<file path="src/design/img_read_pkg.sv">
package img_read_pkg;

    localparam int CFG_DW = 32;
    localparam int CFG_AW = 5;

    // config register map
    localparam logic [CFG_AW-1:0] CFG_IMG_W  = 5'd0;
    localparam logic [CFG_AW-1:0] CFG_IMG_DH = 5'd1;
    localparam logic [CFG_AW-1:0] CFG_PAD    = 5'd2;
    localparam logic [CFG_AW-1:0] CFG_CONV   = 5'd3;

    localparam int RD_LATENCY = 3;         // memory address to data, in cycles
    localparam int GROUP_NB   = 4;
    localparam int PIXEL_W    = 16;
    localparam int BUS_W      = GROUP_NB * PIXEL_W;
    localparam int MEM_AW     = 16;
    localparam int COORD_W    = 16;
    localparam int LIN_W      = 32;
    localparam int FIFO_AW    = 4;

    // one config word, read according to the address it was written to
    typedef union packed {
        logic [CFG_DW-1:0] img_w;
        struct packed {
            logic [15:0] d;
            logic [15:0] h;
        } dh;
        struct packed {
            logic [7:0] l;
            logic [7:0] r;
            logic [7:0] t;
            logic [7:0] b;
        } pad;
        struct packed {
            logic [7:0]  maxp;             // not decoded
            logic [7:0]  side;
            logic [15:0] step;
        } conv;
    } cfg_word_u;

    typedef struct packed {
        logic [COORD_W-1:0] img_d;
        logic [COORD_W-1:0] conv_step;
        logic [COORD_W-1:0] kern_max;
        logic [COORD_W-1:0] depth_max;
        logic [COORD_W-1:0] area_w_max;    // last origin a full window fits at
        logic [COORD_W-1:0] area_h_max;
        logic [COORD_W-1:0] edge_l;
        logic [COORD_W-1:0] edge_r;
        logic [COORD_W-1:0] edge_t;
        logic [COORD_W-1:0] edge_b;
        logic [COORD_W-1:0] pad_l;
        logic [COORD_W-1:0] pad_t;
        logic [LIN_W-1:0]   plane_wxd;
    } geom_t;

    typedef struct packed {
        logic [COORD_W-1:0] pos_w;
        logic [COORD_W-1:0] pos_h;
        logic [COORD_W-1:0] pos_d;
        logic               valid;
        logic               last;
    } scan_pos_t;

    typedef struct packed {
        logic read;
        logic pad;
        logic last;
    } beat_tag_t;

endpackage
</file>
<file path="src/design/image_read.sv">
`timescale 1ns/1ps

module image_read (
    input  logic                            clk,
    input  logic                            rst,
    input  logic [img_read_pkg::CFG_DW-1:0] cfg_data_i,
    input  logic [img_read_pkg::CFG_AW-1:0] cfg_addr_i,
    input  logic                            cfg_valid_i,
    input  logic                            next_i,      // load config and start a scan
    output logic                            rd_val_o,
    output logic [img_read_pkg::MEM_AW-1:0] rd_addr_o,
    input  logic [img_read_pkg::BUS_W-1:0]  rd_data_i,
    output logic [img_read_pkg::BUS_W-1:0]  image_bus_o,
    output logic                            image_val_o,
    output logic                            image_last_o,
    input  logic                            image_rdy_i
);
    import img_read_pkg::*;

    geom_t     geom;
    logic      geom_ready;
    scan_pos_t scan_pos;
    beat_tag_t tag;

    read_config read_config_inst (
        .clk          (clk),
        .cfg_data_i   (cfg_data_i),
        .cfg_addr_i   (cfg_addr_i),
        .cfg_valid_i  (cfg_valid_i),
        .next_i       (next_i),
        .geom_o       (geom),
        .geom_ready_o (geom_ready)
    );

    window_scan window_scan_inst (
        .clk          (clk),
        .rst          (rst),
        .geom_i       (geom),
        .geom_ready_i (geom_ready),
        .image_rdy_i  (image_rdy_i),
        .pos_o        (scan_pos)
    );

    addr_gen addr_gen_inst (
        .clk       (clk),
        .geom_i    (geom),
        .pos_i     (scan_pos),
        .rd_val_o  (rd_val_o),
        .rd_addr_o (rd_addr_o),
        .tag_o     (tag)
    );

    image_stream image_stream_inst (
        .clk          (clk),
        .rst          (rst),
        .tag_i        (tag),
        .rd_data_i    (rd_data_i),
        .image_rdy_i  (image_rdy_i),
        .image_bus_o  (image_bus_o),
        .image_val_o  (image_val_o),
        .image_last_o (image_last_o)
    );

endmodule

</file>
<file path="src/design/image_stream.sv">
`timescale 1ns/1ps

module image_stream (
    input  logic                           clk,
    input  logic                           rst,
    input  img_read_pkg::beat_tag_t        tag_i,
    input  logic [img_read_pkg::BUS_W-1:0] rd_data_i,
    input  logic                           image_rdy_i,
    output logic [img_read_pkg::BUS_W-1:0] image_bus_o,
    output logic                           image_val_o,
    output logic                           image_last_o
);
    import img_read_pkg::*;

    beat_tag_t [RD_LATENCY-1:0] tag_p;
    beat_tag_t                  tag_rx;    // lines up with rd_data_i

    logic             beat_val;
    logic [BUS_W-1:0] beat_bus;
    logic             beat_last;

    logic [BUS_W:0]   head;
    logic             fifo_empty;
    logic             stall;

    assign tag_rx = tag_p[RD_LATENCY-1];

    always_ff @(posedge clk) begin
        if (rst) tag_p <= '0;
        else tag_p <= {tag_p[RD_LATENCY-2:0], tag_i};
    end

    always_ff @(posedge clk) begin
        if (rst) beat_val <= 1'b0;
        else beat_val <= tag_rx.read | tag_rx.pad;
    end

    always_ff @(posedge clk) begin
        beat_bus  <= tag_rx.read ? rd_data_i : '0;   // padding is a zero beat
        beat_last <= tag_rx.last;
    end

    stream_fifo fifo_inst (
        .clk         (clk),
        .rst         (rst),
        .push_i      (beat_val),
        .push_data_i ({beat_bus, beat_last}),
        .pop_i       (~stall),
        .pop_data_o  (head),
        .empty_o     (fifo_empty)
    );

    assign stall = image_val_o & ~image_rdy_i;

    always_ff @(posedge clk) begin
        if (rst) image_val_o <= 1'b0;
        else if (!stall) image_val_o <= ~fifo_empty;
    end

    assign image_bus_o  = head[BUS_W:1];
    assign image_last_o = image_val_o & head[0];

endmodule

</file>
<file path="src/design/stream_fifo.sv">
`timescale 1ns/1ps

module stream_fifo (
    input  logic                         clk,
    input  logic                         rst,
    input  logic                         push_i,
    input  logic [img_read_pkg::BUS_W:0] push_data_i,
    input  logic                         pop_i,
    output logic [img_read_pkg::BUS_W:0] pop_data_o,
    output logic                         empty_o
);
    import img_read_pkg::*;

    logic [BUS_W:0]   mem [2**FIFO_AW];
    logic [FIFO_AW:0] wr_ptr;          // extra bit tells full from empty
    logic [FIFO_AW:0] rd_ptr;
    logic             pop_ok;

    assign empty_o = (wr_ptr == rd_ptr);
    assign pop_ok  = pop_i & ~empty_o;

    always_ff @(posedge clk) begin
        if (push_i) mem[wr_ptr[FIFO_AW-1:0]] <= push_data_i;
    end

    always_ff @(posedge clk) begin
        if (rst) begin
            wr_ptr <= '0;
            rd_ptr <= '0;
        end else begin
            if (push_i) wr_ptr <= wr_ptr + 1'b1;
            if (pop_ok) rd_ptr <= rd_ptr + 1'b1;
        end
    end

    // head is registered on pop and held otherwise
    always_ff @(posedge clk) begin
        if (pop_ok) pop_data_o <= mem[rd_ptr[FIFO_AW-1:0]];
    end

endmodule

</file>
<file path="src/design/addr_gen.sv">
`timescale 1ns/1ps

module addr_gen (
    input  logic                            clk,
    input  img_read_pkg::geom_t             geom_i,
    input  img_read_pkg::scan_pos_t         pos_i,
    output logic                            rd_val_o,
    output logic [img_read_pkg::MEM_AW-1:0] rd_addr_o,
    output img_read_pkg::beat_tag_t         tag_o
);
    import img_read_pkg::*;

    scan_pos_t          pos_1p;
    logic [COORD_W-1:0] rel_w;        // position relative to image origin
    logic [COORD_W-1:0] rel_h;
    logic               pad_hit;

    logic [LIN_W-1:0]   off_h_2p;
    logic [LIN_W-1:0]   off_w_2p;
    logic [COORD_W-1:0] d_2p;
    logic               val_2p;
    logic               pad_2p;
    logic               last_2p;

    logic [LIN_W-1:0]   sum_hw_3p;
    logic [COORD_W-1:0] d_3p;
    logic               val_3p;
    logic               pad_3p;
    logic               last_3p;

    assign rel_w = pos_1p.pos_w - geom_i.pad_l;
    assign rel_h = pos_1p.pos_h - geom_i.pad_t;

    assign pad_hit = (pos_1p.pos_w < geom_i.edge_l) | (pos_1p.pos_w > geom_i.edge_r)
                   | (pos_1p.pos_h < geom_i.edge_t) | (pos_1p.pos_h > geom_i.edge_b);

    always_ff @(posedge clk) begin
        pos_1p <= pos_i;

        val_2p   <= pos_1p.valid;
        pad_2p   <= pos_1p.valid & pad_hit;
        last_2p  <= pos_1p.last;
        off_h_2p <= LIN_W'(rel_h) * geom_i.plane_wxd;     // whole W*D planes above
        off_w_2p <= LIN_W'(rel_w) * LIN_W'(geom_i.img_d);
        d_2p     <= pos_1p.pos_d;
    end

    always_ff @(posedge clk) begin
        val_3p    <= val_2p;
        pad_3p    <= pad_2p;
        last_3p   <= last_2p;
        sum_hw_3p <= off_h_2p + off_w_2p;
        d_3p      <= d_2p;
    end

    // padding keeps its tag but issues no read
    always_ff @(posedge clk) begin
        tag_o.read <= val_3p & ~pad_3p;
        tag_o.pad  <= pad_3p;
        tag_o.last <= last_3p;
        rd_addr_o  <= MEM_AW'(sum_hw_3p + LIN_W'(d_3p));
    end

    assign rd_val_o = tag_o.read;

endmodule

</file>
<file path="src/design/window_scan.sv">
`timescale 1ns/1ps

module window_scan (
    input  logic                    clk,
    input  logic                    rst,
    input  img_read_pkg::geom_t     geom_i,
    input  logic                    geom_ready_i,
    input  logic                    image_rdy_i,
    output img_read_pkg::scan_pos_t pos_o
);
    import img_read_pkg::*;

    // one-hot state
    logic st_idle;
    logic st_run;
    logic st_pause;
    logic idle_nx;
    logic run_nx;
    logic pause_nx;

    logic [COORD_W-1:0] area_w_cnt;    // window origin
    logic [COORD_W-1:0] area_h_cnt;
    logic [COORD_W-1:0] kern_w_cnt;    // offset inside the window
    logic [COORD_W-1:0] kern_h_cnt;
    logic [COORD_W-1:0] kern_d_cnt;

    logic area_w_last;
    logic area_h_last;
    logic kern_w_last;
    logic kern_h_last;
    logic kern_d_last;
    logic kern_last;
    logic scan_last;

    // last origin when the next step would not fit a full window
    assign area_w_last = ({1'b0, area_w_cnt} + {1'b0, geom_i.conv_step})
                         > {1'b0, geom_i.area_w_max};
    assign area_h_last = ({1'b0, area_h_cnt} + {1'b0, geom_i.conv_step})
                         > {1'b0, geom_i.area_h_max};

    assign kern_w_last = (kern_w_cnt == geom_i.kern_max);
    assign kern_h_last = (kern_h_cnt == geom_i.kern_max);
    assign kern_d_last = (kern_d_cnt == geom_i.depth_max);
    assign kern_last   = kern_d_last & kern_w_last & kern_h_last;
    assign scan_last   = kern_last & area_w_last & area_h_last;

    always_comb begin
        idle_nx  = 1'b0;
        run_nx   = 1'b0;
        pause_nx = 1'b0;
        case (1'b1)
            st_idle: begin
                if (geom_ready_i & image_rdy_i) run_nx = 1'b1;
                else if (geom_ready_i) pause_nx = 1'b1;
                else idle_nx = 1'b1;
            end
            st_run: begin
                if (scan_last) idle_nx = 1'b1;
                else if (!image_rdy_i) pause_nx = 1'b1;
                else run_nx = 1'b1;
            end
            st_pause: begin
                if (image_rdy_i) run_nx = 1'b1;
                else pause_nx = 1'b1;
            end
            default: idle_nx = 1'b1;
        endcase
    end

    always_ff @(posedge clk) begin
        if (rst) begin
            st_idle  <= 1'b1;
            st_run   <= 1'b0;
            st_pause <= 1'b0;
        end else begin
            st_idle  <= idle_nx;
            st_run   <= run_nx;
            st_pause <= pause_nx;
        end
    end

    // depth first, then kernel width and height, then window origin
    always_ff @(posedge clk) begin
        if (rst | st_idle) begin
            area_w_cnt <= '0;
            area_h_cnt <= '0;
            kern_w_cnt <= '0;
            kern_h_cnt <= '0;
            kern_d_cnt <= '0;
        end else if (st_run) begin
            kern_d_cnt <= kern_d_cnt + 1'b1;
            if (kern_d_last) begin
                kern_d_cnt <= '0;
                kern_w_cnt <= kern_w_cnt + 1'b1;
                if (kern_w_last) begin
                    kern_w_cnt <= '0;
                    kern_h_cnt <= kern_h_cnt + 1'b1;
                    if (kern_h_last) kern_h_cnt <= '0;
                end
            end
            if (kern_last) begin
                area_w_cnt <= area_w_cnt + geom_i.conv_step;
                if (area_w_last) begin
                    area_w_cnt <= '0;
                    area_h_cnt <= area_h_cnt + geom_i.conv_step;
                    if (area_h_last) area_h_cnt <= '0;
                end
            end
        end
    end

    always_comb begin
        pos_o.pos_w = area_w_cnt + kern_w_cnt;
        pos_o.pos_h = area_h_cnt + kern_h_cnt;
        pos_o.pos_d = kern_d_cnt;
        pos_o.valid = st_run;
        pos_o.last  = st_run & scan_last;
    end

endmodule

</file>
<file path="src/design/read_config.sv">
`timescale 1ns/1ps

module read_config (
    input  logic                            clk,
    input  img_read_pkg::cfg_word_u         cfg_data_i,
    input  logic [img_read_pkg::CFG_AW-1:0] cfg_addr_i,
    input  logic                            cfg_valid_i,
    input  logic                            next_i,
    output img_read_pkg::geom_t             geom_o,
    output logic                            geom_ready_o
);
    import img_read_pkg::*;

    // values as written by the host, zero based
    logic [COORD_W-1:0] cfg_img_w;
    logic [15:0]        cfg_img_d;
    logic [15:0]        cfg_img_h;
    logic [7:0]         cfg_pad_l;
    logic [7:0]         cfg_pad_r;
    logic [7:0]         cfg_pad_t;
    logic [7:0]         cfg_pad_b;
    logic [7:0]         cfg_conv_side;
    logic [15:0]        cfg_conv_step;

    // loaded on next_i
    logic               load_1p;
    logic [COORD_W-1:0] img_w;
    logic [COORD_W-1:0] img_h;
    logic [COORD_W-1:0] img_d;
    logic [COORD_W-1:0] pad_l;
    logic [COORD_W-1:0] pad_r;
    logic [COORD_W-1:0] pad_t;
    logic [COORD_W-1:0] pad_b;
    logic [COORD_W-1:0] kern;
    logic [COORD_W-1:0] step;

    logic               load_2p;
    logic [COORD_W-1:0] area_w;
    logic [COORD_W-1:0] area_h;
    logic [COORD_W-1:0] edge_r;
    logic [COORD_W-1:0] edge_b;
    logic [LIN_W-1:0]   plane_wxd;

    always_ff @(posedge clk) begin
        if (cfg_valid_i) begin
            case (cfg_addr_i)
                CFG_IMG_W: cfg_img_w <= cfg_data_i.img_w[COORD_W-1:0];
                CFG_IMG_DH: begin
                    cfg_img_d <= cfg_data_i.dh.d;
                    cfg_img_h <= cfg_data_i.dh.h;
                end
                CFG_PAD: begin
                    cfg_pad_l <= cfg_data_i.pad.l;
                    cfg_pad_r <= cfg_data_i.pad.r;
                    cfg_pad_t <= cfg_data_i.pad.t;
                    cfg_pad_b <= cfg_data_i.pad.b;
                end
                CFG_CONV: begin
                    cfg_conv_side <= cfg_data_i.conv.side;
                    cfg_conv_step <= cfg_data_i.conv.step;
                end
                default: ;
            endcase
        end
    end

    always_ff @(posedge clk) begin
        load_1p <= next_i;
        if (next_i) begin
            img_w <= cfg_img_w + 1'b1;     // cfg 0 is a one pixel image
            img_h <= cfg_img_h + 1'b1;
            img_d <= cfg_img_d + 1'b1;
            pad_l <= COORD_W'(cfg_pad_l);  // cfg 0 is no padding
            pad_r <= COORD_W'(cfg_pad_r);
            pad_t <= COORD_W'(cfg_pad_t);
            pad_b <= COORD_W'(cfg_pad_b);
            kern  <= COORD_W'(cfg_conv_side) + 1'b1;
            step  <= cfg_conv_step + 1'b1;
        end
    end

    // padded area and the image edges inside it
    always_ff @(posedge clk) begin
        load_2p   <= load_1p;
        area_w    <= pad_l + img_w + pad_r;
        area_h    <= pad_t + img_h + pad_b;
        edge_r    <= pad_l + img_w - 1'b1;
        edge_b    <= pad_t + img_h - 1'b1;
        plane_wxd <= LIN_W'(img_w) * LIN_W'(img_d);
    end

    always_ff @(posedge clk) begin
        geom_ready_o      <= load_2p;
        geom_o.img_d      <= img_d;
        geom_o.conv_step  <= step;
        geom_o.kern_max   <= kern - 1'b1;
        geom_o.depth_max  <= img_d - 1'b1;
        geom_o.area_w_max <= area_w - kern;
        geom_o.area_h_max <= area_h - kern;
        geom_o.edge_l     <= pad_l;
        geom_o.edge_r     <= edge_r;
        geom_o.edge_t     <= pad_t;
        geom_o.edge_b     <= edge_b;
        geom_o.pad_l      <= pad_l;
        geom_o.pad_t      <= pad_t;
        geom_o.plane_wxd  <= plane_wxd;
    end

endmodule

</file>
<file path="config.mk">
export PLATFORM = sky130hd
export DESIGN_NAME = image_read
export DESIGN_NICKNAME = d
export VERILOG_FILES = /design/src/design/img_read_pkg.sv /design/src/design/image_read.sv /design/src/design/image_stream.sv /design/src/design/stream_fifo.sv /design/src/design/addr_gen.sv /design/src/design/window_scan.sv /design/src/design/read_config.sv
export SDC_FILE = /design/constraint.sdc
export NUM_CORES = 2
export LEC_CHECK = 0
export BUFFER_PORTS_ARGS = -buffer_cell sky130_fd_sc_hd__buf_2
export CORE_MARGIN = 4
export CORE_UTILIZATION = 35
export DETAILED_ROUTE_END_ITERATION = 16
export PLACE_DENSITY = 0.56
export SYNTH_ARGS = -nofsm -noshare
export SYNTH_HDL_FRONTEND = slang
export SYNTH_SLANG_ARGS = --single-unit
</file>
<file path="constraint.sdc">
create_clock -name clk -period 17.6 [get_ports clk]
set_input_delay 1.76 -clock clk [delete_from_list [all_inputs] [get_ports clk]]
set_output_delay 1.76 -clock clk [all_outputs]
set_load 0.05 [all_outputs]
</file>
---- Word-level counts from Yosys, hierarchy flattened ----
Memory sizes are Yosys's and may differ from the RTL's. A register that Yosys moved wholly into a read port is not among the register bits.
Index checks and enable logic that the tools add are counted.
storage, ports and cells
  flip-flop bits (word level) ............. 815
  RAM bits ................................ 1040
  input port bits ......................... 106
  output and inout bits ................... 83
  word-level logic and storage cells ...... 182
  memories ................................ 1
cells by class
  $add $sub $neg .......................... 30
  multiply operators ...................... 3
  magnitude comparators ................... 6
  equal/unequal tests ..................... 7
  multiplexer cells ....................... 26
  bitwise gates (word level) .............. 20
  reduce and logical (&&, ||, !) cells .... 9
memories
  memory                           words  width  read ports  clocked after memory_dff  wr ports  RTL line           RTL
  image_stream_inst.fifo_inst.mem  16     65     1           1                         1         stream_fifo.sv:14  logic [BUS_W:0] mem [2**FIFO_AW];
operators with widths
  operator                                                               number
  16-bit by 1-bit adder with 16-bit output, second input constant        7
  16-bit adder                                                           6
  16-bit 2-to-1 mux                                                      5
  16-bit by 1-bit subtractor with 16-bit output, second input constant   4
  16-bit equality test                                                   3
  16-bit by 16-bit adder with 17-bit output                              2
  17-bit by 16-bit greater-than comparator with 1-bit output             2
  16-bit by 8-bit adder with 16-bit output                               2
  8-bit by 16-bit adder with 16-bit output                               2
  16-bit greater-than comparator                                         2
  16-bit by 8-bit < comparator with 1-bit output                         2
  16-bit by 16-bit multiplier with 32-bit output                         1
  16-bit by 32-bit multiplier with 16-bit output                         1
  16-bit subtractor                                                      2
  16-bit by 8-bit subtractor with 16-bit output                          2
  1-bit 2-to-1 mux                                                       21
  16-bit by 16-bit multiplier with 16-bit output                         1
  2-bit AND reduction                                                    6
  1-bit bitwise AND                                                      11
  5-bit by 1-bit adder with 5-bit output, second input constant          2
  5-bit by 2-bit equality test with 1-bit output, second input constant  2
  8-bit by 1-bit adder with 9-bit output, second input constant          1
  3-bit AND reduction                                                    2
  5-bit by 1-bit equality test with 1-bit output, second input constant  1
  4 further kinds                                                        11

---- Logic depth before layout (Yosys ltp) ----
  depth after elaboration ................. 8
  gate-level depth with buffers ........... 29

---- Cells and area by module ----
From an unflattened synthesis, not the netlist that was laid out.
unflattened totals
  cell total of the unflattened synthesis .. 6755
  area, all modules ....................... 91992.0 um^2
modules (own cells, without submodules)
  module        times used  cells each  area each (um^2)
  stream_fifo   1           1746        41556.1
  read_config   1           2261        25608.3
  addr_gen      1           1692        15367.2
  window_scan   1           894         7374.6
  image_stream  1           162         2085.8

---- Least setup slack after synthesis ----
OpenSTA, ideal clock, no wires.
  path kind ............................... reg2reg
  from .................................... register, netlist name read_config_inst.geom_o[113]
  to ...................................... register addr_gen_inst.off_w_2p[15]
  setup time .............................. 0.118 ns
  arrival ................................. 7.147 ns
  required time ........................... 17.482 ns
  path slack .............................. 10.334 ns
  stages on the path, launching flop included .. 27
  period minus slack after synthesis ...... 7.266 ns
  path through ............................ dfxtp_1 > inv_1 > ha_1 > nor2b_1 > o31ai_4 > a2111oi_4 > o21ai_1 > nand2b_1 > nor4_1 > xor2_1 > nand2_1 > fa_1 > fa_1 > fa_1 > fa_1 > fa_1 > fa_1 > xor2_1 > xnor2_1 > xnor2_1 > xnor2_1 > xnor2_1 > xnor2_1 > xor3_1 > xnor3_1 > xnor3_1 > xor2_1
RTL lines
  what                    RTL line        RTL
  end signal: assignment  addr_gen.sv:44  off_w_2p <= LIN_W'(rel_w) * LIN_W'(geom_i.img_d);
  end: declaration        addr_gen.sv:19  logic [LIN_W-1:0] off_w_2p;

==> Flow_metrics.wiki <==
{| class="wikitable"
! Metric !! Value
|-
| Rows || 180
|-
| Area of the core || about 240000 um2
|-
| Die Span Y || 501 um
|-
| Internal Dissipation || about 9900 uW
|-
| Power density relative to cell area || 152 nW/um2
|-
| Pre-antenna DRT Iters || 5
|-
| Final count of hold timing violations || 0
|-
| Total detailed-routing wirelength || 196000 um
|-
| Clock tree from TritonCTS || done
|-
| Max-slew violation count || 0
|-
| Setup repair after global routing missed its margin || no
|-
| Quantity of I/O buffers inserted on ports || 188
|-
| Placed inst area || slightly below 90000 um2
|-
| Average via count per standard cell || 4.88
|-
| Arr. time, crit path || 8.55 ns
|-
| Proportion of power drawn by combinational gates || 0.361
|-
| Multi-input combinational cell area || 31100 um2
|-
| Worst supply voltage drop on vdd || about 280 uV
|-
| Synthesized net count || 6530
|-
| Post-CTS setup buffers || 0
|-
| Placer's final routability congestion estimate || about 0.82
|-
| Measured slew at the worst slew-check pin || 1.12 ns
|-
| Synth async-reset ratio || 0
|-
| Clock insertion delay at the later pin of the skew report || 0.87 ns
|-
| Cell variety after synth || 86
|-
| Worst slack at placement || between 9 and 10 ns
|-
| Via count of the first global-routing pass || 47.5k
|-
| Result of the run || completed
|-
| Cell count after synthesis || about 5.8k
|-
| Ratio of cells with drive above 1 in the final layout || 0.148
|-
| Total of max-cap violations || 0
|-
| PnR Total Power || 14600 uW
|-
| Maximum clock frequency || 127 MHz
|-
| Most common library cell in the layout ignoring fill and taps || sky130_fd_sc_hd__edfxtp_1
|-
| Standby leakage power || 0.0373 uW
|-
| Residual overflow from global routing || 0
|-
| Part of the Yosys area used for sequential elements || 0.598
|-
| Clock transition at path regs || 0.06 ns
|-
| First-iteration detailed-routing DRC count || 3036
|-
| Worst Setup Path Type || flip-flop to flip-flop
|-
| H-Tree Level Count || 4
|-
| Highest-count cells in the layout ignoring fill and taps || sky130_fd_sc_hd__edfxtp_1 (1314), sky130_fd_sc_hd__dfxtp_1 (562), sky130_fd_sc_hd__inv_1 (531)
|-
| Total number of clock tree sinks || 1881
|-
| Kind of end point of the critical path || flip-flop
|-
| Hold-fix buffers, CTS || 0
|-
| Share of total power in sequential cells || 0.357
|-
| Average footprint of a synthesized cell || 14.7 um2
|-
| DRC violations left || 0
|-
| First-pass GRT wire length || 298000 um
|-
| Longest Clk Path Bufs || 3
|-
| Final count of negative-setup-slack endpoints || 0
|-
| Reported net switching power || 4730 uW
|-
| Detailed-route via count || ~46k
|-
| Largest fanout of any net on the critical path || 5
|-
| Initial standard-cell utilization of the core || 0.353
|-
| Post-route clock period utilization || 0.448
|-
| Sw frac || 0.324
|-
| # IOs || around 190
|-
| Summed area of non-filler cells in the final layout || 95800 um2
|-
| PnR worst setup slack || 9.72 ns
|-
| Post-synth EDFFs || 1314
|-
| Combined area of all synthesized cells || roughly 85000 um2
|-
| Maximum number of pins on one net before global-route repair || 121
|-
| Total of flip-flops plus latches after synthesis || 1881
|-
| Worst hold slack across all endpoints || 0.312 ns
|-
| Post-detailed-route wirelength per cell || 21.0 um
|-
| Layout Skew || between 0.07 and 0.08 ns
|-
| Top flip-flop cell by instance count after synthesis || sky130_fd_sc_hd__edfxtp_1
|-
| Horiz. Die Dim || around 500 um
|-
| Hold crit path type || flip-flop to flip-flop
|-
| Number of antenna violations at the first check in global routing || 16
|-
| HPWL after detailed placement || 127000 um
|-
| Die Footprint || 251000 um2
|-
| Post-layout net count || 6731
|-
| Root buffer cell || sky130_fd_sc_hd__clkbuf_16
|-
| Number of clock buffers inserted by TritonCTS || 195
|-
| Post-cts repair resize count || 0
|-
| Area growth syn-to-layout || 12.8%
|-
| Worst slew margin relative to its limit || 0.246
|-
| Fraction of power consumed by the clock network || 0.282
|-
| Filler Cells Inserted || ~22k
|-
| TNS Setup || 0 ns
|-
| Required time at the worst-slack endpoint || 18.27 ns
|-
| Total track usage || 0.156
|-
| Post-route antenna net violation count || 0
|-
| Critical Path Source Type || flip-flop
|-
| Area taken by flip-flops and latches || 50800 um2
|-
| Yosys synthesis warning count || 0
|-
| Minimum clock period after layout || ~8 ns
|}
[stage by stage]
stage | cells | utilization
2_1_floorplan | 5784 | -
3_3_place_gp | 8973 | 0.370
3_5_place_dp | 8973 | 0.370
4_1_cts | 9342 | 0.398
5_1_grt | 9345 | 0.398
6_report | 9348 | 0.398
[power by group through the flow]
stage | Sequential (uW) | Combinational [uW] | Clock (uW)
final | 5210 | 5270 | 4110
after global routing | 5240 | 5930 | 4410
after CTS | 5220 | 5410 | 4220
after detailed placement | 5310 | 5390 | 0
after global placement | 5310 | 5300 | 0
after floorplan | 5250 | 4200 | 0
[cells in the mapped netlist (43+ instances only)]
| library cell | number | share of area |
|---|---|---|
| sky130_fd_sc_hd__nor3_1 | 46 | 0.0027 |
| sky130_fd_sc_hd__nor2_1 | 197 | 0.0087 |
| sky130_fd_sc_hd__nor2b_1 | 102 | 0.0075 |
| sky130_fd_sc_hd__buf_4 | 66 | 0.0058 |
| sky130_fd_sc_hd__dfxtp_1 | 567 | 0.13 |
| sky130_fd_sc_hd__and2_1 | 230 | 0.017 |
| sky130_fd_sc_hd__nand3_1 | 85 | 0.0050 |
| sky130_fd_sc_hd__inv_1 | 531 | 0.023 |
| sky130_fd_sc_hd__clkbuf_1 | 144 | 0.0064 |
| sky130_fd_sc_hd__and3_1 | 43 | 0.0032 |
| sky130_fd_sc_hd__xnor2_1 | 307 | 0.032 |
| sky130_fd_sc_hd__a21o_1 | 52 | 0.0046 |
| sky130_fd_sc_hd__o21ai_0 | 86 | 0.0051 |
| sky130_fd_sc_hd__xor2_1 | 175 | 0.018 |
| sky130_fd_sc_hd__nand4_1 | 48 | 0.0035 |
| sky130_fd_sc_hd__fa_1 | 254 | 0.060 |
| sky130_fd_sc_hd__ha_1 | 386 | 0.057 |
| sky130_fd_sc_hd__edfxtp_1 | 1314 | 0.46 |
| sky130_fd_sc_hd__nand2_1 | 328 | 0.014 |
| sky130_fd_sc_hd__mux4_2 | 325 | 0.086 |
| sky130_fd_sc_hd__a21oi_1 | 124 | 0.0073 |
[area by class of cell]
cell class	instances	area share
clock inverters	101	0.0124
flip-flops and latches	1881	0.530
clock buffers	268	0.0562
diodes	6	0.000157
repair buffers	231	0.0135
well taps	3185	0.0416
multi-input cells	3145	0.325
inverters	531	0.0208
[sequential cells by signal, indices dropped and copies added (netlist names), 50 cells and up]
signal and cells:
image_stream_inst.fifo_inst.mem 1040, image_stream_inst.beat_bus 64, read_config_inst.geom_o 160, addr_gen_inst.pos_1p 50, image_stream_inst.fifo_inst.pop_data_o 65
[path summary, 6_finish.rpt]
path         depth (start not counted)                         start                          end  slack [ns]
max                                 26  read_config_inst.geom_o[113]   addr_gen_inst.off_w_2p[15]        9.72
min                                  0    read_config_inst.edge_b[9]  read_config_inst.geom_o[73]        0.31
max reg2reg                         26  read_config_inst.geom_o[113]   addr_gen_inst.off_w_2p[15]        9.72
min reg2reg                          0    read_config_inst.edge_b[9]  read_config_inst.geom_o[73]        0.31
[worst max-delay path, cell delays in order (launching register included)]
cell and delay (ns):
sky130_fd_sc_hd__dfxtp_1 0.36, sky130_fd_sc_hd__inv_1 0.06, sky130_fd_sc_hd__ha_1 0.25, sky130_fd_sc_hd__nor2b_1 0.16, sky130_fd_sc_hd__o31ai_4 0.30, sky130_fd_sc_hd__a2111oi_4 0.14
sky130_fd_sc_hd__o21ai_1 0.18, sky130_fd_sc_hd__nand2b_1 0.12, sky130_fd_sc_hd__nor4_1 0.27, sky130_fd_sc_hd__xor2_1 0.46, sky130_fd_sc_hd__nand2_1 0.14, sky130_fd_sc_hd__fa_1 0.51
sky130_fd_sc_hd__fa_1 0.58, sky130_fd_sc_hd__fa_1 0.46, sky130_fd_sc_hd__fa_1 0.48, sky130_fd_sc_hd__fa_1 0.50, sky130_fd_sc_hd__fa_1 0.45, sky130_fd_sc_hd__xor2_1 0.17
sky130_fd_sc_hd__xnor2_1 0.18, sky130_fd_sc_hd__xnor2_1 0.15, sky130_fd_sc_hd__xnor2_1 0.16, sky130_fd_sc_hd__xnor2_1 0.15, sky130_fd_sc_hd__xnor2_1 0.14, sky130_fd_sc_hd__xor3_1 0.49
sky130_fd_sc_hd__xnor3_1 0.38, sky130_fd_sc_hd__xnor3_1 0.36, sky130_fd_sc_hd__xor2_1 0.15
[cell families after synthesis]
kind of cell | synth area share
mux | 0.0869
compound gates | 0.0355
flops | 0.598
simple gates | 0.0745
buf+inv | 0.0364
fa+ha+maj | 0.117
xor+xnor | 0.0521
[layer usage]
layer  global-route usage  part of all wire  vias up
met5                    0          0.000066        -
met4               0.0430             0.024        2
met3               0.0233             0.044      277
met2                0.260              0.48      999
met1                0.214              0.45    23300
li1                     -                 -    21000
Power figures use the tool's default switching activity.
